==> config.mk <==
export PLATFORM = sky130hd
export DESIGN_NAME = div_stage
export DESIGN_NICKNAME = d
export VERILOG_FILES = /design/src/div_pkg.sv /design/src/div_stage.sv
export VERILOG_INCLUDE_DIRS = /design/src
export SDC_FILE = /design/constraint.sdc
export NUM_CORES = 1
export LEC_CHECK = 0
export BUFFER_PORTS_ARGS = -buffer_cell sky130_fd_sc_hd__buf_2
export CORE_AREA = 3 3 110 112
export CTS_BUF_LIST = sky130_fd_sc_hd__clkbuf_2
export DETAILED_ROUTE_END_ITERATION = 10
export DIE_AREA = 0 0 113 115
export PLACE_DENSITY_LB_ADDON = 0.1
export RECOVER_POWER = 50
export SLEW_MARGIN = 0
export SYNTH_ARGS = -nofsm -noshare
export SYNTH_HDL_FRONTEND = slang
export SYNTH_SLANG_ARGS = --single-unit
==> constraint.sdc <==
create_clock -name clk -period 4 [get_ports clk]
set_clock_uncertainty 0.15 [all_clocks]
set_input_delay 0.4 -clock clk [delete_from_list [all_inputs] [get_ports clk]]
set_output_delay 0.4 -clock clk [all_outputs]
set_load 0.1 [all_outputs]
==> src/div_config.svh <==
`ifndef DIV_CONFIG_SVH
`define DIV_CONFIG_SVH

// Operand and result width
`define DIV_WIDTH 32

// One restoring step per stage, so this equals DIV_WIDTH
`define DIV_STAGES 32

// Side information carried with each operation
`define DIV_TAG_WIDTH 8
`define DIV_PC_WIDTH 32
`define DIV_OP_WIDTH 4

`endif

==> src/div_pkg.sv <==
`include "div_config.svh"

package div_pkg;

    // Operand, quotient or remainder
    typedef logic [`DIV_WIDTH-1:0] div_word_t;

    // Working word of the restoring divider.
    // Upper half holds the partial remainder, lower half starts as the
    // dividend and fills with quotient bits from the bottom.
    typedef logic [2*`DIV_WIDTH-1:0] div_work_t;

    // Physical register tag
    typedef logic [`DIV_TAG_WIDTH-1:0] div_tag_t;

    // Program counter of the issuing instruction
    typedef logic [`DIV_PC_WIDTH-1:0] div_pc_t;

    // Only DIVU selects the quotient
    typedef enum logic [`DIV_OP_WIDTH-1:0] {
        OP_DIVU = `DIV_OP_WIDTH'd1,
        OP_REMU = `DIV_OP_WIDTH'd2
    } div_op_t;

endpackage

==> src/div_stage.sv <==
`timescale 1ns/1ps

`include "div_config.svh"

module div_stage (
    input  logic               clk,
    input  logic               reset,
    input  div_pkg::div_work_t work_in,
    input  div_pkg::div_word_t divisor_in,
    output div_pkg::div_work_t work_out,
    output div_pkg::div_word_t divisor_out
);
    import div_pkg::*;

    logic [`DIV_WIDTH:0] rem_shift;
    logic [`DIV_WIDTH:0] rem_diff;
    logic                fits;
    div_word_t           rem_next;
    div_word_t           quo_next;

    // Shift left by one. The partial remainder can grow one bit past the
    // word, so it is kept 33 bits wide for the compare.
    assign rem_shift = work_in[2*`DIV_WIDTH-1:`DIV_WIDTH-1];
    assign rem_diff  = rem_shift - {1'b0, divisor_in};

    // Remainder stays below the divisor, so a clear borrow means it fits
    assign fits = ~rem_diff[`DIV_WIDTH];

    always_comb begin
        if (fits) begin
            rem_next = rem_diff[`DIV_WIDTH-1:0];
        end else begin
            rem_next = rem_shift[`DIV_WIDTH-1:0];  // Restore
        end
        quo_next = {work_in[`DIV_WIDTH-2:0], fits};  // New quotient bit at the bottom
    end

    always_ff @(posedge clk) begin
        if (reset) begin
            work_out    <= '0;
            divisor_out <= '0;
        end else begin
            work_out    <= {rem_next, quo_next};
            divisor_out <= divisor_in;
        end
    end

endmodule

==> reports/qor.yml <==
outcome:
  status: "finished, violations left"
  violations: "capacitance limit, slew limit"
global_route:
  grt_pass1_vias: 5161
  grt-ovfl-total: 0
  antenna_found_initial: 1
  grtUsageTotal_pct: 24.2
  grt_pass1_wl_mm: 25.2
  grt_max_degree: 57
worst_setup_path:
  cpLargestDelayFamily: "buffers and inverters"
  crit_path_end_kind: "flop"
  worstPathMaxFanout: 36
  worstPathCellList: "dlygate4sd3_1 -> buf_2 -> ha_1 -> a21oi_2 -> o21ai_1 -> or4_1 -> a221oi_2 -> a21boi_4 -> or3_4 -> a21o_1 -> a21oi_2 -> dlygate4sd3_1"
  arrival_ns: 4.26
  critPathMaxStageDelay_ns: 0.58
  crit_buf_inv: 3
  crit_type: "input pin to flop"
  critical_path_required_ns: 4.40
  slowest_stage: "dlygate4sd3_1"
  worst_setup_path_start_kind: "input pin"
place:
  io_buffers: 193
  gp_congestion: 0.884
  dp_hpwl_mm: 10.3
floorplanning:
  ios: 194
  initial_core_util_pct: 44.1
  die-width_um: 113
  rows: 39
  coreArea_um2: 11300
  dieArea_um2: 13000
  die_h_um: 115
sta:
  hold_violations: 0
  rsz0062_at_grt: "no"
  tns_ns: 0
  period_needed_ns: 3.86
  setup_viol: 0
  max-slew-margin-rel_pct: -9.79
  slew_viol_final: 37
  maxClockFrequency_mhz: 259
  worstMarginPinSlew_ns: 1.65
  period_share_pct: 96.5
finish:
  drive_above_1_share_pct: 26.8
  final_nets: 998
  mostFrequentLayoutCells: "159 x buf_2, 128 x dlygate4sd3_1, 96 x dfxtp_1, 50 x a21oi_1, 46 x nor2_1"
  diodes: 0
  syn_to_final_growth_pct: 47.5
  post-route-util_pct: 65.0
  layout_commonest_cell: "buf_2"
drt:
  wire_per_inst_um: 15.6
  drt_iter0_markers: 225
  via_per_inst: 4.99
  ant_nets: 0
  drc: 0
  firstDrtPassIters: 4
  vias: 5064
  routed_wl_mm: 15.8
clocking:
  cts_htree_levels: 3
  cts_inserted_buffers: 9
  cts.clk_slew.worst_paths_ns: 0.31
  clock-sinks: 96
  cts_post_setup_buffers_inserted: 0
  cts_buffer_depth: 2
  cts_tree: "yes"
  cts_root_buffer: "clkbuf_2"
synth:
  synth_top_cell_by_area: "dfxtp_1"
  syn-cell-area_um2: 4990
  postSynthAreaPerCell_um2: 9.00
  synth_cell_types: 61
  ys_warn_count: 0
  async_flop_share_pct: 0
  yosysSeqAreaShare_pct: 38.5
  synth_edf_count: 0
  syn_nets: 685
  synth_top_area_share_pct: 38.5
  synthCells: 554
  netlist_top_cells_area: "dfxtp_1 39%, ha_1 8.0%, a21oi_1 5.0%"
  ys_ff_latch: 96
  synth-main-ff-cell: "dfxtp_1"
pwr:
  power.density_nw_per_um2: 390
  leakagePower_nw: 3.58
  peakVddDrop_v: 0.000215
min_path:
  min_path_type: "input pin to flop"
flow_run:
  drv_cap: 1
[flip-flops by register name, indices dropped and copies added (netlist names)]
| register | count |
|---|---|
| work_out | 64 |
| divisor_out | 32 |
[repair_timing]
action | 4_1_cts | 5_1_grt
endpoints found under the hold margin | 95 | 0
resized for setup | 0 | 1
endpoints found under the setup margin | 0 | 1
hold buffers | 128 | 0
[through the flow]
step                std cells  hold WS [ns]  area (µm²)  total power [W]  worst slack [ns]
global route             1014         0.115        7360          0.00300            0.0158
CTS                      1014         0.116        7400          0.00288            0.0552
finish                   1014         0.112        7360          0.00287             0.139
global placement          871         0.459        6000          0.00226             0.442
detailed placement        871         0.465        6000          0.00226             0.390
floorplan                 554         0.378        4990          0.00205              1.04
[Yosys cell counts, types with 3 or more instances]
cell and count:
a211oi_1 5, dfxtp_1 96, clkbuf_1 10, or2_2 4, o21ai_1 25, and4_1 3, buf_2 5, nor3_1 7
xnor2_1 16, and3_1 5, buf_12 4, a21o_1 11, nand3_2 25, or3_1 4, inv_1 43, ha_1 32
o21a_1 7, xor2_1 4, nand3_1 3, nand2b_1 3, o211ai_1 7, a221oi_1 3, a21oi_2 11, buf_4 4
and2_1 5, nor2_1 46, a211o_1 4, a21oi_1 50, nor2b_1 36, o21ai_0 15, nand4_1 4, o31ai_1 3
nand2_1 19
[worst paths after layout]
check / startpoint / to / slack (ns) / depth (start not counted)
worst max-delay path: work_in[56] / work_out[33] / 0.14 / 12
worst min-delay path: work_in[63] / work_out[52] / 0.11 / 4
[where the power goes]
part	leakage (nW)	internal, W	switching, W	total, W
Sequential	0.800	0.00104	0.0000210	0.00106
Combinational	2.71	0.000365	0.000926	0.00129
Clock	0.0709	0.000152	0.000371	0.000522
Total	3.58	0.00155	0.00132	0.00287
[per-layer routing]
metal  global-route usage [%]  vias up  wire [µm]
met1                     29.1     2309       6780
met4                     9.86        2        399
met2                     42.5      176       7670
met3                     4.63       34        968
met5                        0        -          7
li1                         -     2543          -
[cell families after synthesis]
kind of cell | Yosys count | share of synthesized area, %
xor gates and xnor gates | 20 | 3.51
adders and majority gates | 33 | 8.43
DFF | 96 | 38.5
muxes | 2 | 0.401
and+or+nand+nor | 172 | 20.6
AOI/OAI and AO/OA | 163 | 21.5
buffers and inverters | 68 | 7.07
[layout make-up]
type / instances / area [µm²]
inverter: 43 / 161
clock buffer: 9 / 45.0
timing repair buffer: 327 / 2250
sequential: 96 / 1920
fill: 954 / 3960
multi-input combinational: 390 / 2730
tap: 143 / 179
clock inverter: 6 / 75.1
Note: power is estimated with default switching activity, not from simulation.
