--- config.mk ---
export PLATFORM = sky130hd
export DESIGN_NAME = div_tag_pipe
export DESIGN_NICKNAME = d
export VERILOG_FILES = /design/src/div_pkg.sv /design/src/div_tag_pipe.sv
export VERILOG_INCLUDE_DIRS = /design/src
export SDC_FILE = /design/constraint.sdc
export NUM_CORES = 1
export LEC_CHECK = 0
export BUFFER_PORTS_ARGS = -buffer_cell sky130_fd_sc_hd__buf_4
export CAP_MARGIN = 0
export CORE_MARGIN = 3
export CORE_UTILIZATION = 30
export CTS_BUF_LIST = sky130_fd_sc_hd__clkbuf_4 sky130_fd_sc_hd__clkbuf_8
export CTS_CLUSTER_DIAMETER = 200
export DETAILED_ROUTE_END_ITERATION = 8
export PLACE_DENSITY = 0.54
export SLEW_MARGIN = 40
export SYNTH_ARGS = -nofsm -noshare
export SYNTH_HDL_FRONTEND = slang
export SYNTH_SLANG_ARGS = --single-unit
export TNS_END_PERCENT = 10
--- constraint.sdc ---
create_clock -name clk -period 0.8 [get_ports clk]
set_input_delay 0.16 -clock clk [delete_from_list [all_inputs] [get_ports clk]]
set_output_delay 0.16 -clock clk [all_outputs]
set_load 0.02 [all_outputs]
--- src/div_config.svh ---
`ifndef DIV_CONFIG_SVH
`define DIV_CONFIG_SVH

// Operand and result width
`define DIV_WIDTH 32

// One restoring step per stage, so this equals DIV_WIDTH
`define DIV_STAGES 32

// Side information carried with each operation
`define DIV_TAG_WIDTH 8
`define DIV_PC_WIDTH 32
`define DIV_OP_WIDTH 4

`endif

--- src/div_pkg.sv ---
`include "div_config.svh"

package div_pkg;

    // Operand, quotient or remainder
    typedef logic [`DIV_WIDTH-1:0] div_word_t;

    // Working word of the restoring divider.
    // Upper half holds the partial remainder, lower half starts as the
    // dividend and fills with quotient bits from the bottom.
    typedef logic [2*`DIV_WIDTH-1:0] div_work_t;

    // Physical register tag
    typedef logic [`DIV_TAG_WIDTH-1:0] div_tag_t;

    // Program counter of the issuing instruction
    typedef logic [`DIV_PC_WIDTH-1:0] div_pc_t;

    // Only DIVU selects the quotient
    typedef enum logic [`DIV_OP_WIDTH-1:0] {
        OP_DIVU = `DIV_OP_WIDTH'd1,
        OP_REMU = `DIV_OP_WIDTH'd2
    } div_op_t;

endpackage

--- src/div_tag_pipe.sv ---
`timescale 1ns/1ps

`include "div_config.svh"

module div_tag_pipe #(
    parameter int DEPTH = `DIV_STAGES
) (
    input  logic              clk,
    input  logic              reset,
    input  logic              valid_in,
    input  logic              zero_div_in,
    input  div_pkg::div_op_t  op_in,
    input  div_pkg::div_tag_t tag_in,
    input  div_pkg::div_pc_t  pc_in,
    output logic              valid_out,
    output logic              zero_div_out,
    output div_pkg::div_op_t  op_out,
    output div_pkg::div_tag_t tag_out,
    output div_pkg::div_pc_t  pc_out
);
    import div_pkg::*;

    // Entry i is aligned with arithmetic stage i
    logic     valid_q [DEPTH];
    logic     zero_q  [DEPTH];
    div_op_t  op_q    [DEPTH];
    div_tag_t tag_q   [DEPTH];
    div_pc_t  pc_q    [DEPTH];

    // Control bits, flushed on reset
    always_ff @(posedge clk) begin
        if (reset) begin
            for (int i = 0; i < DEPTH; i++) begin
                valid_q[i] <= 1'b0;
                zero_q[i]  <= 1'b0;
            end
        end else begin
            valid_q[0] <= valid_in;
            zero_q[0]  <= zero_div_in;
            for (int i = 1; i < DEPTH; i++) begin
                valid_q[i] <= valid_q[i-1];
                zero_q[i]  <= zero_q[i-1];
            end
        end
    end

    // Side information just follows along
    always_ff @(posedge clk) begin
        op_q[0]  <= op_in;
        tag_q[0] <= tag_in;
        pc_q[0]  <= pc_in;
        for (int i = 1; i < DEPTH; i++) begin
            op_q[i]  <= op_q[i-1];
            tag_q[i] <= tag_q[i-1];
            pc_q[i]  <= pc_q[i-1];
        end
    end

    assign valid_out    = valid_q[DEPTH-1];
    assign zero_div_out = zero_q[DEPTH-1];
    assign op_out       = op_q[DEPTH-1];
    assign tag_out      = tag_q[DEPTH-1];
    assign pc_out       = pc_q[DEPTH-1];

endmodule

==> impl_metrics.tcl <==
set metrics [dict create \
    timing.rr.start "valid_q[1][4]" \
    grt_start_max_net_pins 30 \
    gr-usage-all-layers 0.05459 \
    synthesis.nets 1631 \
    fp.coreArea_sq_mm 0.1003 \
    finalWorstPathRequiredPeriod_ns 1.417 \
    nNetsFinal 1991 \
    via_count_normalized_by_instance_count 2.970 \
    cp-start-kind "flop" \
    postSynthAreaPerCell_sq_um 19.21 \
    fin_worst_hold_slack_ns 0.2913 \
    syn-instance-count 1583 \
    netlist_area_sq_mm 0.03041 \
    insertion_delay_ns 0.81 \
    required_ns 0.64 \
    worst-path-buf-inv 1 \
    global_route.overflow_total 0 \
    max_clock_freq_ghz 0.7055 \
    dieWidth_microns 324.4 \
    yosys.area_share.simple 0.01811 \
    ios 94 \
    finalHoldViolCount 0 \
    synth_cell_type_count 6 \
    h-tree-depth 4 \
    yosysWarningCount 0 \
    slew_headroom 0.8060 \
    worstRegToRegCells 1 \
    layout_common_cells "sky130_fd_sc_hd__dfxtp_1 (1426), sky130_fd_sc_hd__clkbuf_8 (272), sky130_fd_sc_hd__dlygate4sd3_1 (93), sky130_fd_sc_hd__clkbuf_4 (68), sky130_fd_sc_hd__nor2b_2 (60)" \
    failing_checks "negative setup slack" \
    via_count 10299 \
    synth_top_area_frac 0.9692 \
    worstPathMaxFanout 1 \
    dpl_cell_area_sq_mm 0.03246 \
    dr.first_iter.drc_count 310 \
    rsz_0062_raised_after_global_routing "true" \
    place.detailed.hpwl_microns 11330 \
    final_count_of_negative_setup_slack_endpoints 47 \
    die_area_sq_mm 0.1052 \
    finClkSkew_ns 0.03853 \
    number_of_global_route_vias_before_repair 10782 \
    endpoint_kind "primary output" \
    grt_pass1_wl_microns 47400 \
    met2_wirelength_microns 11770 \
    routed_wire_length_per_instance_microns 7.986 \
    synth_top_cells_by_area "sky130_fd_sc_hd__dfxtp_1 (97%), sky130_fd_sc_hd__nor2b_2 (1.7%), sky130_fd_sc_hd__buf_4 (0.99%)" \
    min-delay-path-class "flop to flop" \
    critical_path_arrival_ns 1.26 \
    setup_slack_ns -0.6174 \
    port-buffer-count 93 \
    complex_gate_fraction_of_the_synthesized_area 0 \
    root_buffer "sky130_fd_sc_hd__clkbuf_8" \
    layout.cells.most_common "sky130_fd_sc_hd__dfxtp_1" \
    drc 0 \
    routability_congestion_estimate_from_global_placement 0.6285 \
    leakage_power_uw 0.01601 \
    area_growth_syn_to_layout_pct 26.46 \
    finalCritPeriodShare 1.772 \
    finish.utilization 0.3834 \
    route.top_layer_used "met4" \
    ir_worst_vdd_uv 1361 \
    endpoint "zero_div_out" \
    ff2ff_setup_slack_ns 0.20 \
    cp-startpoint "zero_q[1][15]" \
    critical_path.max_stage_delay_ns 0.31 \
    initial_core_util 0.3032 \
    clock-sinks 1472 \
    tritoncts.num_buffers 215 \
    fillCellCount 9092 \
    stages_on_the_worst_setup_path 1 \
    antenna_found_initial 2 \
    clkSlewWorstSetupHoldPaths_ns 0.06 \
    timing_worst_slew_pin_value_ns 0.2911 \
    min-delay-start "tag_q[4][13]" \
    status "complete, but fails checks" \
    final_layout_size_suffix_gt1_frac 0.2779 \
    synth-seq-cells 1472 \
    drt_pass1_iterations 4 \
    worstReg2RegEnd "valid_q[1][5]" \
    dr_wl_met3_microns 2300 \
    clock_path_buffers 3 \
    worst_path_dominant_cell_family "flip-flops" \
    synth_top_family_by_area "simple AND/OR/NAND/NOR gates" \
    share_of_synthesized_area_occupied_by_flip_flops_and_latches 0.9692 \
    drt-met1-wl_microns 12080 \
    muxShareOfSynthArea 0 \
    drt.antenna.violating_nets 0 \
    crit_slowest_cell "sky130_fd_sc_hd__dfxtp_2" \
    dieHeight_microns 324.4 \
    final_design_area_no_fill_sq_mm 0.03845 \
    placedCellCount 2989 \
    tritoncts "yes" \
    timing_max_transition_violations_final 0 \
    synth_top_area_cell "sky130_fd_sc_hd__dfxtp_1" \
    placementRows 116 \
    final_cells 3468 \
    min_path_cells 0 \
    timing.max_cap.violations 0 \
    routed_wirelength_microns 27700 \
    pwr_density_cell_mw_per_mm2 3683 \
    ordered_cell_list_for_the_critical_path "buf_6" \
    synthXorXnorAreaFrac 0 \
    synth_area_in_adders 0 \
    setup.worst_path.class "flop to primary output" \
]
metrics by stage:
step                      TNS [ns]  setup slack (ns)  power (uW)
final                       -27.73           -0.6174      141600
after global routing        -33.58           -0.7522      148300
after CTS                   -34.25           -0.7660      144600
after detailed placement         0           0.09163       80110
after global placement           0            0.1254       80020
after floorplan                  0            0.2023       79600
how the worst min path moves through the flow:
stage | end | slack (ns)
2_1_floorplan | op_q[0][0] | 0.19
3_3_place_gp | pc_q[0][19] | 0.26
3_5_place_dp | pc_q[0][7] | 0.27
4_1_cts | pc_q[2][67] | 0.27
5_1_grt | tag_q[1][23] | 0.28
6_report | tag_q[4][21] | 0.29
cells by family after synthesis:
| logic type | Yosys count |
|---|---|
| AND/OR/NAND/NOR | 64 |
| flip-flops | 1472 |
| buffers and inverters | 47 |
cell usage after synthesis:
cell type,count
sky130_fd_sc_hd__buf_6,5
sky130_fd_sc_hd__buf_8,2
sky130_fd_sc_hd__nor2b_2,60
sky130_fd_sc_hd__dfxtp_1,1472
sky130_fd_sc_hd__buf_4,40
sky130_fd_sc_hd__nor2b_1,4
state kept, by name, indices dropped and copies added (netlist names):
name	count
tag_q	256
op_q	128
zero_q	32
pc_q	1024
valid_q	32
per-layer routing:
| layer | vias to the layer above | track usage |
|---|---|---|
| met3 | 130 | 0.03033 |
| met4 | 0 | 0.05242 |
| li1 | 5610 | - |
| met1 | 4308 | 0.05576 |
| met5 | - | 0 |
| met2 | 251 | 0.07825 |
cell type report:
type | count | area, sq um | area share
multi-input combinational | 64 | 550.5 | 0.01432
sequential | 1472 | 29530 | 0.7679
clock inverter | 43 | 560.5 | 0.01458
tap | 1357 | 1698 | 0.04416
clock buffer | 340 | 4254 | 0.1106
timing repair buffer | 190 | 1857 | 0.04829
antenna | 2 | 5.005 | 0.0001302
what timing repair did:
| item | CTS | global route |
|---|---|---|
| resized for setup | 92 | 1 |
| hold buffers | 93 | 1 |
| gates cloned | 0 | 0 |
| setup buffers | 0 | 0 |
| hold endpoints to repair | 108 | 63 |
| endpoints found under the setup margin | 46 | 47 |
where the power goes:
group	internal (uW)	switching [uW]	total, uW	leakage, uW
logic	690	359	1050	0.00107
clock network	36300	26400	62700	0.00254
registers	77200	735	77900	0.0124
total	114000	27500	142000	0.0160
Note: power is estimated with default switching activity, not from simulation.
