--- src/div_config.svh ---
`ifndef DIV_CONFIG_SVH
`define DIV_CONFIG_SVH

// Operand and result width
`define DIV_WIDTH 32

// One restoring step per stage, so this equals DIV_WIDTH
`define DIV_STAGES 32

// Side information carried with each operation
`define DIV_TAG_WIDTH 8
`define DIV_PC_WIDTH 32
`define DIV_OP_WIDTH 4

`endif

--- src/div_pkg.sv ---
`include "div_config.svh"

package div_pkg;

    // Operand, quotient or remainder
    typedef logic [`DIV_WIDTH-1:0] div_word_t;

    // Working word of the restoring divider.
    // Upper half holds the partial remainder, lower half starts as the
    // dividend and fills with quotient bits from the bottom.
    typedef logic [2*`DIV_WIDTH-1:0] div_work_t;

    // Physical register tag
    typedef logic [`DIV_TAG_WIDTH-1:0] div_tag_t;

    // Program counter of the issuing instruction
    typedef logic [`DIV_PC_WIDTH-1:0] div_pc_t;

    // Only DIVU selects the quotient
    typedef enum logic [`DIV_OP_WIDTH-1:0] {
        OP_DIVU = `DIV_OP_WIDTH'd1,
        OP_REMU = `DIV_OP_WIDTH'd2
    } div_op_t;

endpackage

--- src/div_retire.sv ---
`timescale 1ns/1ps

`include "div_config.svh"

module div_retire (
    input  logic               clk,
    input  logic               reset,
    input  div_pkg::div_work_t work,
    input  logic               valid,
    input  logic               zero_div,
    input  div_pkg::div_op_t   op,
    input  div_pkg::div_tag_t  tag_in,
    input  div_pkg::div_pc_t   pc_in,
    output div_pkg::div_word_t result,
    output logic               done,
    output logic               divide_zero_exception,
    output div_pkg::div_tag_t  tag_out,
    output div_pkg::div_pc_t   pc_out
);
    import div_pkg::*;

    div_word_t quotient;
    div_word_t remainder;
    div_word_t selected;

    // Final working word is remainder over quotient
    assign quotient  = work[`DIV_WIDTH-1:0];
    assign remainder = work[2*`DIV_WIDTH-1:`DIV_WIDTH];

    always_comb begin
        if (zero_div) begin
            selected = '0;
        end else if (op == OP_DIVU) begin
            selected = quotient;
        end else begin
            selected = remainder;  // REMU and any unused code
        end
    end

    always_ff @(posedge clk) begin
        if (reset) begin
            done                  <= 1'b0;
            divide_zero_exception <= 1'b0;
            result                <= '0;
            tag_out               <= '0;
            pc_out                <= '0;
        end else begin
            done                  <= valid;  // One cycle per operation
            divide_zero_exception <= valid & zero_div;
            if (valid) begin
                result  <= selected;
                tag_out <= tag_in;
                pc_out  <= pc_in;
            end
        end
    end

endmodule

--- config.mk ---
export PLATFORM = sky130hd
export DESIGN_NAME = div_retire
export DESIGN_NICKNAME = d
export VERILOG_FILES = /design/src/div_pkg.sv /design/src/div_retire.sv
export VERILOG_INCLUDE_DIRS = /design/src
export SDC_FILE = /design/constraint.sdc
export NUM_CORES = 1
export LEC_CHECK = 0
export BUFFER_PORTS_ARGS = -buffer_cell sky130_fd_sc_hd__buf_2
export CELL_PAD_IN_SITES_DETAIL_PLACEMENT = 0
export CELL_PAD_IN_SITES_GLOBAL_PLACEMENT = 1
export CORE_MARGIN = 3
export CORE_UTILIZATION = 33
export CTS_BUF_LIST = sky130_fd_sc_hd__clkbuf_4 sky130_fd_sc_hd__clkbuf_8
export DETAILED_ROUTE_END_ITERATION = 8
export PLACE_DENSITY = 0.94
export SLEW_MARGIN = 5
export SYNTH_ARGS = -nofsm -noshare
export SYNTH_HDL_FRONTEND = slang
export SYNTH_SLANG_ARGS = --single-unit
--- constraint.sdc ---
create_clock -name clk -period 2.4 [get_ports clk]
set_input_delay 0.12 -clock clk [delete_from_list [all_inputs] [get_ports clk]]
set_output_delay 0.12 -clock clk [all_outputs]
set_load 0.1 [all_outputs]
==> results of run 1 <==
[cells in the mapped netlist]
cell      instances  area, µm²
o21ai_1           2      10.01
nand2b_1          1      6.260
nor2b_1           1      6.260
dfxtp_1          74       1481
mux2i_1          72      720.7
nor4b_4           1      23.77
and2_1            1      6.260
buf_6             3      33.78
buf_2             8      40.04
o21ai_2          30      262.8
clkbuf_1          8      30.03
nor2_1           41      153.9
nand2_1          32      120.1
[worst max-delay path: cells and delay by family]
kind,cells,cell delay [ns]
buf+inv,3,0.99
simple gates,2,0.51
compound gates,1,0.15
[metrics by stage]
step	cell area, µm²	utilization, %	worst slack [ns]
CTS	4158	49.60	0.8804
global placement	3899	46.51	0.9588
finish	4158	49.60	0.8714
detailed placement	3899	46.51	0.9021
floorplan	2895	-	1.160
global route	4158	49.60	0.7740
[kinds of logic (layout without fill, tap and decap cells)]
group	Yosys count	count (layout)	share of synthesized area, %
simple gates	77	77	10.93
compound gates	32	32	9.421
buf+inv	19	214	3.587
flops	74	74	51.17
mux	72	72	24.89
[what timing repair did]
action | CTS | global route
endpoints found under the setup margin | 0 | 0
endpoints found under the hold margin | 7 | 0
hold buffers | 7 | 0
[final timing paths]
check | endpoint | slack [ns] | cells after the start
worst max-delay path | result[28]$_SDFFE_PP0P_ | 0.87 | 6
worst min-delay path | pc_out[27]$_SDFFE_PP0P_ | 0.03 | 3
worst max register to register | tag_out[3]$_SDFFE_PP0P_ | 1.75 | 2
worst min register to register | result[30]$_SDFFE_PP0P_ | 0.45 | 2
[sequential cells by signal, indices dropped and copies added (netlist names)]
signal                 flops
pc_out                    32
result                    32
tag_out                    8
divide_zero_exception      1
done                       1
[area by class of cell]
cell class / count / area [µm²]
clock buffers: 11 / 151.4
clock inverters: 5 / 37.54
fillers: 800 / 4224
multi-input cells: 181 / 1315
flip-flops and latches: 74 / 1481
well taps: 105 / 131.4
repair buffers: 198 / 1041
[metal layers]
metal	share of wire, %	GRT usage, %	routed length, µm	up-vias
li1	-	-	-	1303
met1	39	14.89	2856	1164
met2	50	26.01	3661	127
met3	9.5	4.418	700	14
met4	1.9	6.828	142	0
met5	0	0	0	-
[power breakdown]
part | internal [µW] | leakage [µW] | switching [µW]
Combinational | 189 | 0.00140 | 611
Sequential | 1290 | 0.000608 | 29.0
Clock | 435 | 0.0000919 | 456
Total | 1920 | 0.00210 | 1100
==> flow_summary.ini, run 1 <==
[outcome]
status = completed

[setup_path]
cp.required_ns = 2.66
slowest_stage = dlygate4sd3_1
cp_max_fo = 13
max_stage_delay_ns = 0.54
critical_path_class = primary input to register
r2r_start = tag_out[3]$_SDFFE_PP0P_
cp_cell_sequence = dlygate4sd3_1, buf_2, nor2b_1, nand2b_2, buf_4, o21ai_1
arrival_ns = 1.79
startpoint = reset
crit_path_end_kind = register
critPathLaunchType = primary input

[global_routing]
grt_pass1_vias = 2636
grt_max_degree = 42
grt_pass1_wl_mm = 11.49
antenna_found_initial = 0
grt_usage_pct = 14.33
grt.overflow.total = 0

[timing]
setup_viol = 0
hold_viol = 0
holdWs_ns = 0.02592
post-route-period-util_pct = 63.69
worstMarginPinSlew_ns = 0.6726
rsz0062_at_grt = false
fmax_mhz = 654.2
drv_slew = 0
max_slew_margin_pct = 55.16
finClkSkew_ns = 0
period_needed_ns = 1.529
setup_tns_ns = 0

[floorplanning]
start_util_pct = 34.54
core-area_um2 = 8382
die-area_um2 = 9933
core.rowCount = 33
io_pins = 186
fp.dieH_um = 99.67
dieWidth_um = 99.67

[place]
dp_hpwl_mm = 5.591
placedCellCount = 551
port_buffers = 185
gp_congestion = 0.7538

[worst_hold_path]
hold_start = pc_in[27]
worst_hold_path_type = primary input to register

[cts]
cts_tree = built
worstSkewPairLatency_ns = 0.33
clkTransAtPathRegs_ns = 0.08
postCtsResizedCells = 0
cts_max_level = 3
cts_root_buf = clkbuf_8
cts_buffers = 9
cts_setup_buffers = 0
clockBufferDepth = 2
clock-sinks = 74

[pwr]
p_leak_uw = 0.002099
peakVddDrop_v = 0.0002643
power_uw = 3011
cellPowerDensity_nw_per_um2 = 724.3

[cells_and_area]
layout_common_cells = 185 x buf_2, 74 x dfxtp_1, 72 x mux2i_1
final_common_cell = buf_2
final_cells = 574
syn2layout_area_growth_pct = 43.60
drive_above_1_share_pct = 51.17
antennaDiodeCount = 0
fin_nets = 576

[logic_synthesis]
netlist_area_um2 = 2895
seq_area_frac_synth_pct = 51.17
syn-num-nets = 386
synth.distinct_cells = 13
ys_ff_latch = 74
syn_inst = 274
ys_warn_count = 0
syn_avg_cell_area_um2 = 10.57

[route]
via_count = 2608
drt-pass1-iter-count = 4
drt_iter0_drc = 35
drc = 0
ant_nets = 0
wire_per_inst_um = 12.82
viasPerCell = 4.544
wl_mm = 7.361

[flow_run]
max_cap_violations = 0
Note: power is estimated with default switching activity, not from simulation.
==> run 2: changes to the inputs <==
Settings changed: CORE_UTILIZATION 33 to 31, PLACE_DENSITY 0.94 to 0.9.
Clock period 2.4 ns to 1.5 ns, I/O delays scaled along.
==> run 2 against run 1 <==
  * Worst hold slack got worse by 0.0043 ns
  * Cell count rose by 15%
  * Count of clock-buffer cells in the layout did not move
  * Sequential share of layout area fell by 6.4 points
  * Register-to-register slack got worse by 0.91 ns
  * Critical path depth rose by 1
  * Routed wire length rose by 33%
  * Sequential power rose by 61%
  * Non-clock buffer count rose by 84
  * Combinational power rose by 85%
==> flow_summary.ini, run 2 (same netlist as run 1, synthesis figures left out) <==
[timing]
rsz0062_at_grt = false
fmax_mhz = 683.8
post-route-period-util_pct = 97.50
worstMarginPinSlew_ns = 0.6499
max_slew_margin_pct = 56.67
drv_slew = 0
setup_tns_ns = 0
finClkSkew_ns = 0
holdWs_ns = 0.02163
hold_viol = 0
period_needed_ns = 1.462
setup_viol = 0

[cells_and_area]
seq_area_um2 = 1481
layout_common_cells = 185 x buf_2, 89 x dlygate4sd3_1, 74 x dfxtp_1
drive_above_1_share_pct = 43.76
syn2layout_area_growth_pct = 75.02
reg_top3 = pc_out (32), result (32), tag_out (8)
fin_nets = 660
final_area_um2 = 5067
final_cells = 662
multi_input_area_um2 = 1315
fillers = 745
final_common_cell = buf_2

[global_routing]
grt.overflow.total = 0
grt_usage_pct = 18.10
antenna_found_initial = 1
use_met1_pct = 17.47
grt_most_used_layer = met2
use_met3_pct = 6.631
grt_max_degree = 41
grt_pass1_wl_mm = 14.77
grt_pass1_vias = 3240
grt_use_met2_pct = 33.81

[floorplanning]
die-area_um2 = 10540
io_pins = 186
fp.dieH_um = 102.6
start_util_pct = 32.56
core.rowCount = 34
core-area_um2 = 8891
dieWidth_um = 102.6

[setup_path]
crit_cells = 7
cp.required_ns = 1.71
critical_path_class = primary input to register
slowest_stage = dlygate4sd3_1
cp_cell_sequence = buf_2, nor4b_4, buf_4, clkbuf_16, mux2i_1, dlygate4sd3_1, o21ai_2
r2r_start = pc_out[5]$_SDFFE_PP0P_
critPathLaunchType = primary input
worst-r2r-cell-count = 2
startpoint = op[2]
worstPathBufferInverterCount = 4
max_stage_delay_ns = 0.61
arrival_ns = 1.67
crit_path_end_kind = register
critical-path-top-delay-family = buffers and inverters
cp_max_fo = 8

[route]
drt_iter0_drc = 41
drc = 0
wire_per_inst_um = 14.75
wl_mm = 9.762
via_count = 2980
ant_nets = 0
viasPerCell = 4.502
drt-pass1-iter-count = 4

[worst_hold_path]
holdPathStages = 3
hold_start = work[33]
worst_hold_path_type = primary input to register

[pwr]
p_leak_uw = 0.002483
peakVddDrop_v = 0.0003953
cellPowerDensity_nw_per_um2 = 1050
power_uw = 5323

[place]
port_buffers = 185
dp_hpwl_mm = 5.868
placed_cell_area_um2 = 3908
placedCellCount = 553
gp_congestion = 0.7309

[outcome]
status = completed

[cts]
clockBufferDepth = 2
cts_max_level = 3
cts_buffers = 9
clock-sinks = 74
cts_root_buf = clkbuf_8
clkTransAtPathRegs_ns = 0.08
cts_tree = built
worstSkewPairLatency_ns = 0.33

[flow_run]
max_cap_violations = 0
-- run 2: area by class of cell --
class	instances	share of cell area (%)
diodes	1	0.04938
clock buffers	11	2.864
clock inverters	5	1.531
multi-input cells	181	25.95
flip-flops and latches	74	29.23
well taps	108	2.667
repair buffers	282	37.70
-- run 2: worst reg2reg max path, cell delays in order, from the launching register on --
cell     delay, ns
dfxtp_1       0.32
mux2i_1       0.17
nor2_1        0.05
-- run 2: timing repair --
item / in CTS / in global routing
buffers inserted: 0 / 1
endpoints found under the setup margin: 0 / 15
hold buffers: 90 / 0
hold endpoints to repair: 68 / 0
resized for setup: 0 / 3
-- run 2: per-stage QoR --
| stage | util [%] | setup WS, ns |
|---|---|---|
| floorplan | - | 0.2600 |
| global route | 56.99 | 0.005945 |
| finish | 56.99 | 0.03753 |
| detailed placement | 43.95 | 0.2307 |
| global placement | 43.95 | 0.2616 |
| CTS | 56.59 | 0.1156 |
-- run 2: power by group --
group | switching, µW | internal [µW]
combinational | 1030 | 456
clock | 726 | 996
sequential | 50.8 | 2070
total | 1800 | 3520
-- run 2: final timing paths --
check,to,slack (ns)
hold reg to reg,result[18]$_SDFFE_PP0P_,0.45
setup / recovery,result[30]$_SDFFE_PP0P_,0.04
hold / removal,result[1]$_SDFFE_PP0P_,0.02
setup reg to reg,pc_out[5]$_SDFFE_PP0P_,0.84
-- run 2: metal layers --
layer	part of all wire, %	vias to the layer above
met4	2.8	0
met5	0	-
li1	-	1473
met3	8.3	23
met2	52	144
met1	37	1340
