--- src/div_config.svh ---
`ifndef DIV_CONFIG_SVH
`define DIV_CONFIG_SVH

// Operand and result width
`define DIV_WIDTH 32

// One restoring step per stage, so this equals DIV_WIDTH
`define DIV_STAGES 32

// Side information carried with each operation
`define DIV_TAG_WIDTH 8
`define DIV_PC_WIDTH 32
`define DIV_OP_WIDTH 4

`endif

--- src/div_pkg.sv ---
`include "div_config.svh"

package div_pkg;

    // Operand, quotient or remainder
    typedef logic [`DIV_WIDTH-1:0] div_word_t;

    // Working word of the restoring divider.
    // Upper half holds the partial remainder, lower half starts as the
    // dividend and fills with quotient bits from the bottom.
    typedef logic [2*`DIV_WIDTH-1:0] div_work_t;

    // Physical register tag
    typedef logic [`DIV_TAG_WIDTH-1:0] div_tag_t;

    // Program counter of the issuing instruction
    typedef logic [`DIV_PC_WIDTH-1:0] div_pc_t;

    // Only DIVU selects the quotient
    typedef enum logic [`DIV_OP_WIDTH-1:0] {
        OP_DIVU = `DIV_OP_WIDTH'd1,
        OP_REMU = `DIV_OP_WIDTH'd2
    } div_op_t;

endpackage

--- src/div_entry.sv ---
`timescale 1ns/1ps

module div_entry (
    input  logic               clk,
    input  logic               reset,
    input  logic               start,
    input  div_pkg::div_word_t a,
    input  div_pkg::div_word_t b,
    input  div_pkg::div_tag_t  tag_in,
    input  div_pkg::div_pc_t   pc_in,
    input  div_pkg::div_op_t   op_in,
    output div_pkg::div_work_t work,
    output div_pkg::div_word_t divisor,
    output logic               valid,
    output logic               zero_div,
    output div_pkg::div_tag_t  tag,
    output div_pkg::div_pc_t   pc,
    output div_pkg::div_op_t   op
);
    import div_pkg::*;

    logic      b_zero;
    div_work_t work_d;

    assign b_zero = (b == '0);

    // Remainder starts at zero, dividend sits in the low half
    always_comb begin
        if (b_zero) begin
            work_d = '0;  // Nothing to divide, the result is forced to zero later
        end else begin
            work_d = {div_word_t'(0), a};
        end
    end

    always_ff @(posedge clk) begin
        if (reset) begin
            valid    <= 1'b0;
            zero_div <= 1'b0;
        end else begin
            valid    <= start;
            zero_div <= start & b_zero;
        end
    end

    // Payload loads only on a started operation
    always_ff @(posedge clk) begin
        if (start) begin
            work    <= work_d;
            divisor <= b;  // Already zero when b_zero
            tag     <= tag_in;
            pc      <= pc_in;
            op      <= op_in;
        end
    end

endmodule

--- config.mk ---
export PLATFORM = sky130hd
export DESIGN_NAME = div_entry
export DESIGN_NICKNAME = d
export VERILOG_FILES = /design/src/div_pkg.sv /design/src/div_entry.sv
export VERILOG_INCLUDE_DIRS = /design/src
export SDC_FILE = /design/constraint.sdc
export NUM_CORES = 1
export LEC_CHECK = 0
export ABC_AREA = 1
export BUFFER_PORTS_ARGS = -buffer_cell sky130_fd_sc_hd__buf_4
export CAP_MARGIN = 0
export CORE_ASPECT_RATIO = 0.9
export CORE_MARGIN = 4
export CORE_UTILIZATION = 42
export CTS_CLUSTER_SIZE = 40
export DETAILED_ROUTE_END_ITERATION = 8
export GPL_TIMING_DRIVEN = 0
export MAX_ROUTING_LAYER = met4
export PLACE_DENSITY = 0.79
export SKIP_LAST_GASP = 1
export SLEW_MARGIN = 20
export SYNTH_ARGS = -nofsm -noshare
export SYNTH_HDL_FRONTEND = slang
export SYNTH_SLANG_ARGS = --single-unit
--- constraint.sdc ---
create_clock -name clk -period 1.7 [get_ports clk]
set_input_delay 0.34 -clock clk [delete_from_list [all_inputs] [get_ports clk]]
set_output_delay 0.34 -clock clk [all_outputs]
set_load 0.02 [all_outputs]
==> metrics.cfg, run 1 <==
[outcome]
status = finished clean

[synth]
synth_cell_types = 13
synthAdderAreaFrac = 0
yosys_warnings = 0
synth-compound-area-share = 0
muxShareOfSynthArea = 0
yosysSeqAreaShare = 0.825
syn_area_mm2 = 0.00398
synthXorXnorAreaFrac = 0
synth-seq-cells = 110
synth_cells = 245
synth-simple-area-share = 0.0717
postSynthAreaPerCell_um2 = 16.2
synth_top_family_by_area = buffers and inverters

[clock_network]
cts.sinks = 110
ctsResizeCount = 0
postCtsHoldBufs = 0
numCtsBuffers = 9
clkTransAtPathRegs_ps = 110
cts_setup_buffers = 0
cts.htree.levels = 3
cts_root_buf = clkbuf_8
clockBufferDepth = 2
cts_tree = done

[floorplan]
die_y_um = 100
pin_count = 253
die_width_um = 111
die_area_mm2 = 0.0111
start_util = 0.434
core_mm2 = 0.00917
fp-row-count = 33

[grt]
antenna_found_initial = 0
grtUsageTotal = 0.180
grt_pass1_wl_mm = 14.7
grt_remaining_overflow = 0
grt_max_degree = 110
grt_pass1_vias = 2793

[sta]
timing.final.ws_setup_ps = 417
whs_ps = 141
slew_viol_final = 0
relSlewSlack = 0.349
setup_viol = 0
post-route-min-period_ps = 1280
hold_violations = 0
max_freq_ghz = 0.779
max_slew.worst_pin.slew_ps = 976
fin_crit_sh = 0.755
rsz0062_at_grt = no

[finish]
nets = 618
layout_common_cells = buf_4 (251), edfxtp_1 (108), nor2_1 (41), inv_1 (34), conb_1 (32)
layout_commonest_cell = buf_4
register_area_mm2 = 0.00328
final_layout_size_suffix_gt1_frac = 0.556
diodes = 0
fillers = 683
area_growth_pct = 52.9
instances_no_fill = 633
multi_input_area_um2 = 405
finish.instance_area_mm2 = 0.00608

[place]
gp_congestion = 0.807
place_area_mm2 = 0.00590
dp_hpwl_mm = 7.90
dp_slack_ps = 65.6
io_buffers = 220
dp.cells = 618

[setup_path]
required_ps = 1360
crit_fanout = 1
startpoint_type = flip-flop
critPathSlowestCell = edfxtp_1
worst-path-buf-inv = 1
path_delay_family = flip-flops
critical_path.cell_chain = buf_4
critPathKind = flip-flop to output pin
cp.arrival_ps = 940
end_kind = output pin
crit_path_max_incr_delay_ps = 410

[min_path]
hold_class = input pin to flip-flop

[route]
avgRoutedWirePerCell_um = 16.0
postRouteAntennaNets = 0
drt_first_pass_iters = 4
wirelength_mm = 10.1
vias = 2704
drc = 0
first_iter_violations = 112
vias_per_cell = 4.27

[flow_run]
drv_cap = 0

[pwr]
vdd_drop_max_mv = 0.453
powerDensity_mw_per_mm2 = 945
p_leak_nw = 2.79

## layout make-up
class | instances | area share
buffer | 35 | 0.0457
clock inverter | 6 | 0.00905
timing repair buffer | 220 | 0.272
tap | 122 | 0.0251
inverter | 34 | 0.0210
multi-input combinational | 97 | 0.0667
clock buffer | 9 | 0.0204
sequential | 110 | 0.540
## state kept, by name (all words and copies together), names as in the netlist
signal	cells
tag	8
zero_div	1
pc	32
divisor	32
valid	1
op	4
work	32
## Yosys cell counts
library cell | count | area (um2)
buf_4 | 32 | 240
buf_6 | 2 | 22.5
buf_8 | 1 | 15.0
conb_1 | 1 | 3.75
dfxtp_1 | 2 | 40.0
edfxtp_1 | 108 | 3240
inv_1 | 34 | 128
nand2_1 | 9 | 33.8
nand2_2 | 1 | 6.26
nor2_1 | 41 | 154
nor2_2 | 12 | 75.1
nor2_4 | 1 | 11.3
nor3_1 | 1 | 5.00
## power breakdown
group	internal [mW]	leakage, nW	switching, mW
combinational	0.476	1.63	0.553
clock	0.554	0.0858	0.897
sequential	3.21	1.07	0.0593
total	4.24	2.79	1.51
## stage by stage
| stage | power [mW] | util | TNS (ps) |
|---|---|---|---|
| after global placement | 4.34 | 0.643 | -3670 |
| after CTS | 5.80 | 0.663 | 0 |
| after floorplan | 3.77 | - | 0 |
| after global routing | 5.98 | 0.663 | 0 |
| after detailed placement | 4.37 | 0.644 | 0 |
| final | 5.75 | 0.663 | 0 |
## cell families (layout without fill, tap and decap cells)
kind of cell	after synthesis	count (layout)
flip-flops	110	110
buffers and inverters	69	304
AND/OR/NAND/NOR	65	65
other	1	32
## per-layer routing
layer	GRT usage	vias to the layer above	share of wire
met5	-	-	0
met3	0.0627	20	0.083
met1	0.182	1254	0.35
met4	0.0530	0	0.023
met2	0.332	158	0.54
li1	-	1272	-
## path summary, 6_finish.rpt
path	start	endpoint	slack (ps)	depth (start not counted)
worst max-delay path	pc[18]$_DFFE_PP_	pc[18]	420	1
worst min-delay path	reset	valid$_SDFF_PP0_	140	2
Power figures use the tool's default switching activity.
==> run 2: changes to the inputs <==
- CORE_UTILIZATION: 42 -> 38
- PLACE_DENSITY: 0.79 -> 0.76
- clock period: 1.7 -> 1.1 ns (I/O delays scaled with it)
==> run 2 against run 1 <==
The flow now finishes with violations (negative setup slack); core utilization rose by 1.4 points; largest cell class unchanged; die area is 9.7% higher; critical path type unchanged; critical path depth is the same.
==> metrics.cfg, run 2 (synthesis gave the netlist of run 1 again) <==
[outcome]
status = complete, but fails checks
violations = negative setup slack

[place]
dp_hpwl_mm = 7.83
place_area_mm2 = 0.00594
gp_congestion = 0.802
io_buffers = 220
dp_slack_ps = -515

[floorplan]
start_util = 0.388
die_width_um = 116
core_mm2 = 0.0102
pin_count = 253
die_area_mm2 = 0.0122
die_y_um = 105
fp-row-count = 35

[clock_network]
cts.htree.levels = 3
postCtsHoldBufs = 0
clockBufferDepth = 2
clkTransAtPathRegs_ps = 80
cts_tree = done
cts_root_buf = clkbuf_16
cts.sinks = 110
numCtsBuffers = 9

[setup_path]
crit_path_max_incr_delay_ps = 420
critical_path.cell_chain = buf_6
crit_fanout = 1
cp_num_cells = 1
critPathSlowestCell = edfxtp_1
cp.arrival_ps = 920
required_ps = 880
startpoint_type = flip-flop
path_delay_family = flip-flops
worst-path-buf-inv = 1
worstSetupEndpoint = op[0]
end_kind = output pin
worstSetupStartpoint = op[0]$_DFFE_PP_
critPathKind = flip-flop to output pin

[finish]
largestRegisters = divisor x32, pc x32, work x32
layout_commonest_cell = buf_4
fillers = 708
area_growth_pct = 74.5
nets = 626
finish.instance_area_mm2 = 0.00694
final_core_util = 0.677
final_layout_size_suffix_gt1_frac = 0.638
layout_common_cells = buf_4 (131), buf_6 (127), edfxtp_1 (108), inv_1 (34), nor2_2 (33)
diodes = 0

[pwr]
powerDensity_mw_per_mm2 = 1490
vdd_drop_max_mv = 1.31
p_leak_nw = 3.07

[sta]
slew_viol_final = 0
max_freq_ghz = 0.875
hold_violations = 0
relSlewSlack = 0.617
max_slew.worst_pin.slew_ps = 574
rsz0062_at_grt = yes
setup_viol = 44
timing.final.ws_setup_ps = -42.9
fin_setup_tns_ps = -670
post-route-min-period_ps = 1140
fin_crit_sh = 1.04

[min_path]
hold_class = input pin to flip-flop
hold_path_depth = 1

[route]
vias = 2769
vias_per_cell = 4.27
wirelength_mm = 11.0
drt_first_pass_iters = 4
drc = 0
postRouteAntennaNets = 0
avgRoutedWirePerCell_um = 16.9
first_iter_violations = 125

[flow_run]
drv_cap = 0

[grt]
antenna_found_initial = 0
grt_pass1_wl_mm = 15.7
grt_pass1_vias = 2911
grtUsageTotal = 0.178
grt_max_degree = 110
grt_remaining_overflow = 0

[run 2: cell count changes in the layout (fill, tap and decap cells not counted), sizes merged]
cell    change
buf         +8
bufinv      +1
clkbuf      +1
clkinv      -1
[run 2: power breakdown]
part | leakage [nW] | internal [mW] | switching [mW]
clock network | 0.143 | 1.81 | 1.51
registers | 1.07 | 4.97 | 0.160
logic | 1.86 | 0.970 | 0.891
total | 3.07 | 7.75 | 2.56
[run 2: worst min-delay path by stage]
stage | end | start | slack, ps
2_1_floorplan | valid$_SDFF_PP0_ | reset | 300
3_3_place_gp | valid$_SDFF_PP0_ | reset | 390
3_5_place_dp | valid$_SDFF_PP0_ | reset | 400
4_1_cts | divisor[24]$_DFFE_PP_ | b[24] | 30
5_1_grt | divisor[24]$_DFFE_PP_ | b[24] | 20
6_report | divisor[24]$_DFFE_PP_ | b[24] | 40
[run 2: timing repair]
action	CTS	global route
pin swaps	11	23
setup buffers	5	1
setup endpoints to repair	135	141
gates resized for setup	136	46
cloned	3	0
[run 2: area by class of cell]
cell class | count | area (um2) | share of cell area
buffer | 35 | 282 | 0.0406
clock buffer | 10 | 229 | 0.0330
clock inverter | 6 | 76.3 | 0.0110
inverter | 34 | 128 | 0.0184
multi-input combinational | 97 | 571 | 0.0822
sequential | 110 | 3280 | 0.473
tap | 129 | 161 | 0.0233
timing repair buffer | 228 | 2210 | 0.319
[run 2: per-stage QoR]
step | power (mW) | hold slack (ps) | std cells
floorplan | 5.83 | 302 | 276
global placement | 6.71 | 391 | 625
detailed placement | 6.76 | 399 | 625
CTS | 10.3 | 29.1 | 649
global route | 10.7 | 23.3 | 649
finish | 10.3 | 39.2 | 649
[run 2: metal layers]
| metal | wire (um) | track usage | up-vias |
|---|---|---|---|
| met4 | 130 | 0.0497 | 0 |
| met3 | 998 | 0.0463 | 11 |
| met1 | 4020 | 0.194 | 1306 |
| met2 | 5840 | 0.317 | 159 |
| li1 | - | - | 1293 |
| met5 | 0 | - | - |
==> run 3: changes to the inputs <==
- CORE_UTILIZATION: 38 -> 35
- CTS_CLUSTER_DIAMETER: not set -> 30
- PLACE_DENSITY: 0.76 -> 0.82
==> run 3 against run 2 <==
The flow still finishes with violations (negative setup slack); design area fell by 2.7%; total power down 3.1%; core utilization fell by 6.0 points; sequential power barely moved; clock power decreased by 7.6%; non-clock buffer count down 4; cell count rose by 2.9%; maximum frequency shrank 0.15%; via count fell by 2.3%; critical path type unchanged; largest power group unchanged; highest routed layer unchanged.
==> metrics.cfg, run 3 (synthesis gave the netlist of run 1 again) <==
[flow_run]
drv_cap = 0

[route]
vias = 2706
vias_per_cell = 4.05
drc = 0
first_iter_violations = 166
avgRoutedWirePerCell_um = 15.6
wirelength_mm = 10.4
postRouteAntennaNets = 0
drt_first_pass_iters = 4

[finish]
largestRegisters = divisor x32, pc x32, work x32
layout_common_cells = buf_4 (146), buf_6 (109), edfxtp_1 (108), inv_1 (34)
nets = 622
layout_commonest_cell = buf_4
final_layout_size_suffix_gt1_frac = 0.579
area_growth_pct = 69.8
diodes = 0

[floorplan]
start_util = 0.363
die_width_um = 120
die_y_um = 109
fp-row-count = 36
core_mm2 = 0.0109
die_area_mm2 = 0.0131
pin_count = 253

[pwr]
powerDensity_mw_per_mm2 = 1480
power_frac_comb = 0.181
seqPwrFrac = 0.513
p_int_mw = 7.48
clkPwrFrac = 0.306
p_leak_nw = 3.01
vdd_drop_max_mv = 1.04
netSwitchingPower_mw = 2.51
sw_frac_of_total = 0.251

[setup_path]
crit_path_max_incr_delay_ps = 430
required_ps = 880
startpoint_type = flip-flop
cp.arrival_ps = 920
critPathKind = flip-flop to output pin
crit_fanout = 1
critPathSlowestCell = edfxtp_1
worst-path-buf-inv = 1
path_delay_family = flip-flops
critical_path.cell_chain = buf_6
end_kind = output pin

[grt]
grt_remaining_overflow = 0
grtUsageTotal = 0.151
antenna_found_initial = 0
grt_pass1_wl_mm = 14.6
grt_max_degree = 110
grt_pass1_vias = 2833

[sta]
fin_crit_sh = 1.04
max_freq_ghz = 0.874
hold_violations = 0
setup_viol = 25
max_slew.worst_pin.slew_ps = 566
rsz0062_at_grt = yes
slew_viol_final = 0
post-route-min-period_ps = 1140
relSlewSlack = 0.623
whs_ps = 45.9
timing.final.ws_setup_ps = -44.6

[clock_network]
cts.sinks = 110
clkTransAtPathRegs_ps = 70
clockBufferDepth = 2
cts.htree.levels = 3
cts_tree = done
numCtsBuffers = 9
postCtsHoldBufs = 0
cts_root_buf = clkbuf_16

[place]
dp_slack_ps = -473
gp_congestion = 0.697
io_buffers = 220
dp_hpwl_mm = 7.44

[outcome]
violations = negative setup slack
status = complete, but fails checks

[min_path]
hold_class = input pin to flip-flop

-- run 3: cell types whose count changed in the layout (fill, tap and decap cells not counted), sizes merged --
cell / delta
clkbuf: +1
clkinv: +2
buf: -5
bufinv: -1
inv: -1
-- run 3: path summary, 6_finish.rpt --
| check | start | end | depth (start not counted) |
|---|---|---|---|
| max | pc[10]$_DFFE_PP_ | pc[10] | 1 |
| min | reset | valid$_SDFF_PP0_ | 2 |
-- run 3: power groups by stage --
stage	Sequential (mW)	Combinational [mW]	Clock, mW
floorplan	5.57	0.259	0
global placement	5.14	1.58	0
detailed placement	5.15	1.61	0
CTS	5.12	1.77	3.15
global route	5.15	1.90	3.37
finish	5.12	1.81	3.06
-- run 3: metal layers --
| layer | up-vias | share of wire | GRT usage |
|---|---|---|---|
| li1 | 1287 | - | - |
| met4 | 0 | 0.010 | 0.0526 |
| met5 | - | 0 | - |
| met2 | 172 | 0.52 | 0.252 |
| met3 | 9 | 0.092 | 0.0524 |
| met1 | 1238 | 0.37 | 0.172 |
-- run 3: metrics by stage --
| step | instance area, um2 | setup TNS, ps | util | total power, mW | cells |
|---|---|---|---|---|---|
| floorplan | 4120 | -1170 | - | 5.83 | 276 |
| global placement | 5960 | -67110 | 0.545 | 6.71 | 648 |
| detailed placement | 5960 | -41660 | 0.545 | 6.76 | 648 |
| CTS | 6620 | -1280 | 0.605 | 10.0 | 665 |
| global route | 6750 | -4130 | 0.617 | 10.4 | 668 |
| finish | 6750 | -260 | 0.617 | 9.99 | 668 |
-- run 3: cell type report --
type | instances | area, um2
fill | 820 | 4190
sequential | 110 | 3280
timing repair buffer | 224 | 2130
multi-input combinational | 97 | 463
buffer | 35 | 278
clock buffer | 10 | 229
tap | 152 | 190
inverter | 34 | 128
clock inverter | 6 | 57.6
-- run 3: repair_timing --
action | in CTS | in global routing
resized for setup | 97 | 23
endpoints found under the setup margin | 128 | 141
pin swaps | 1 | 7
gates cloned | 0 | 2
buffers inserted | 1 | 1
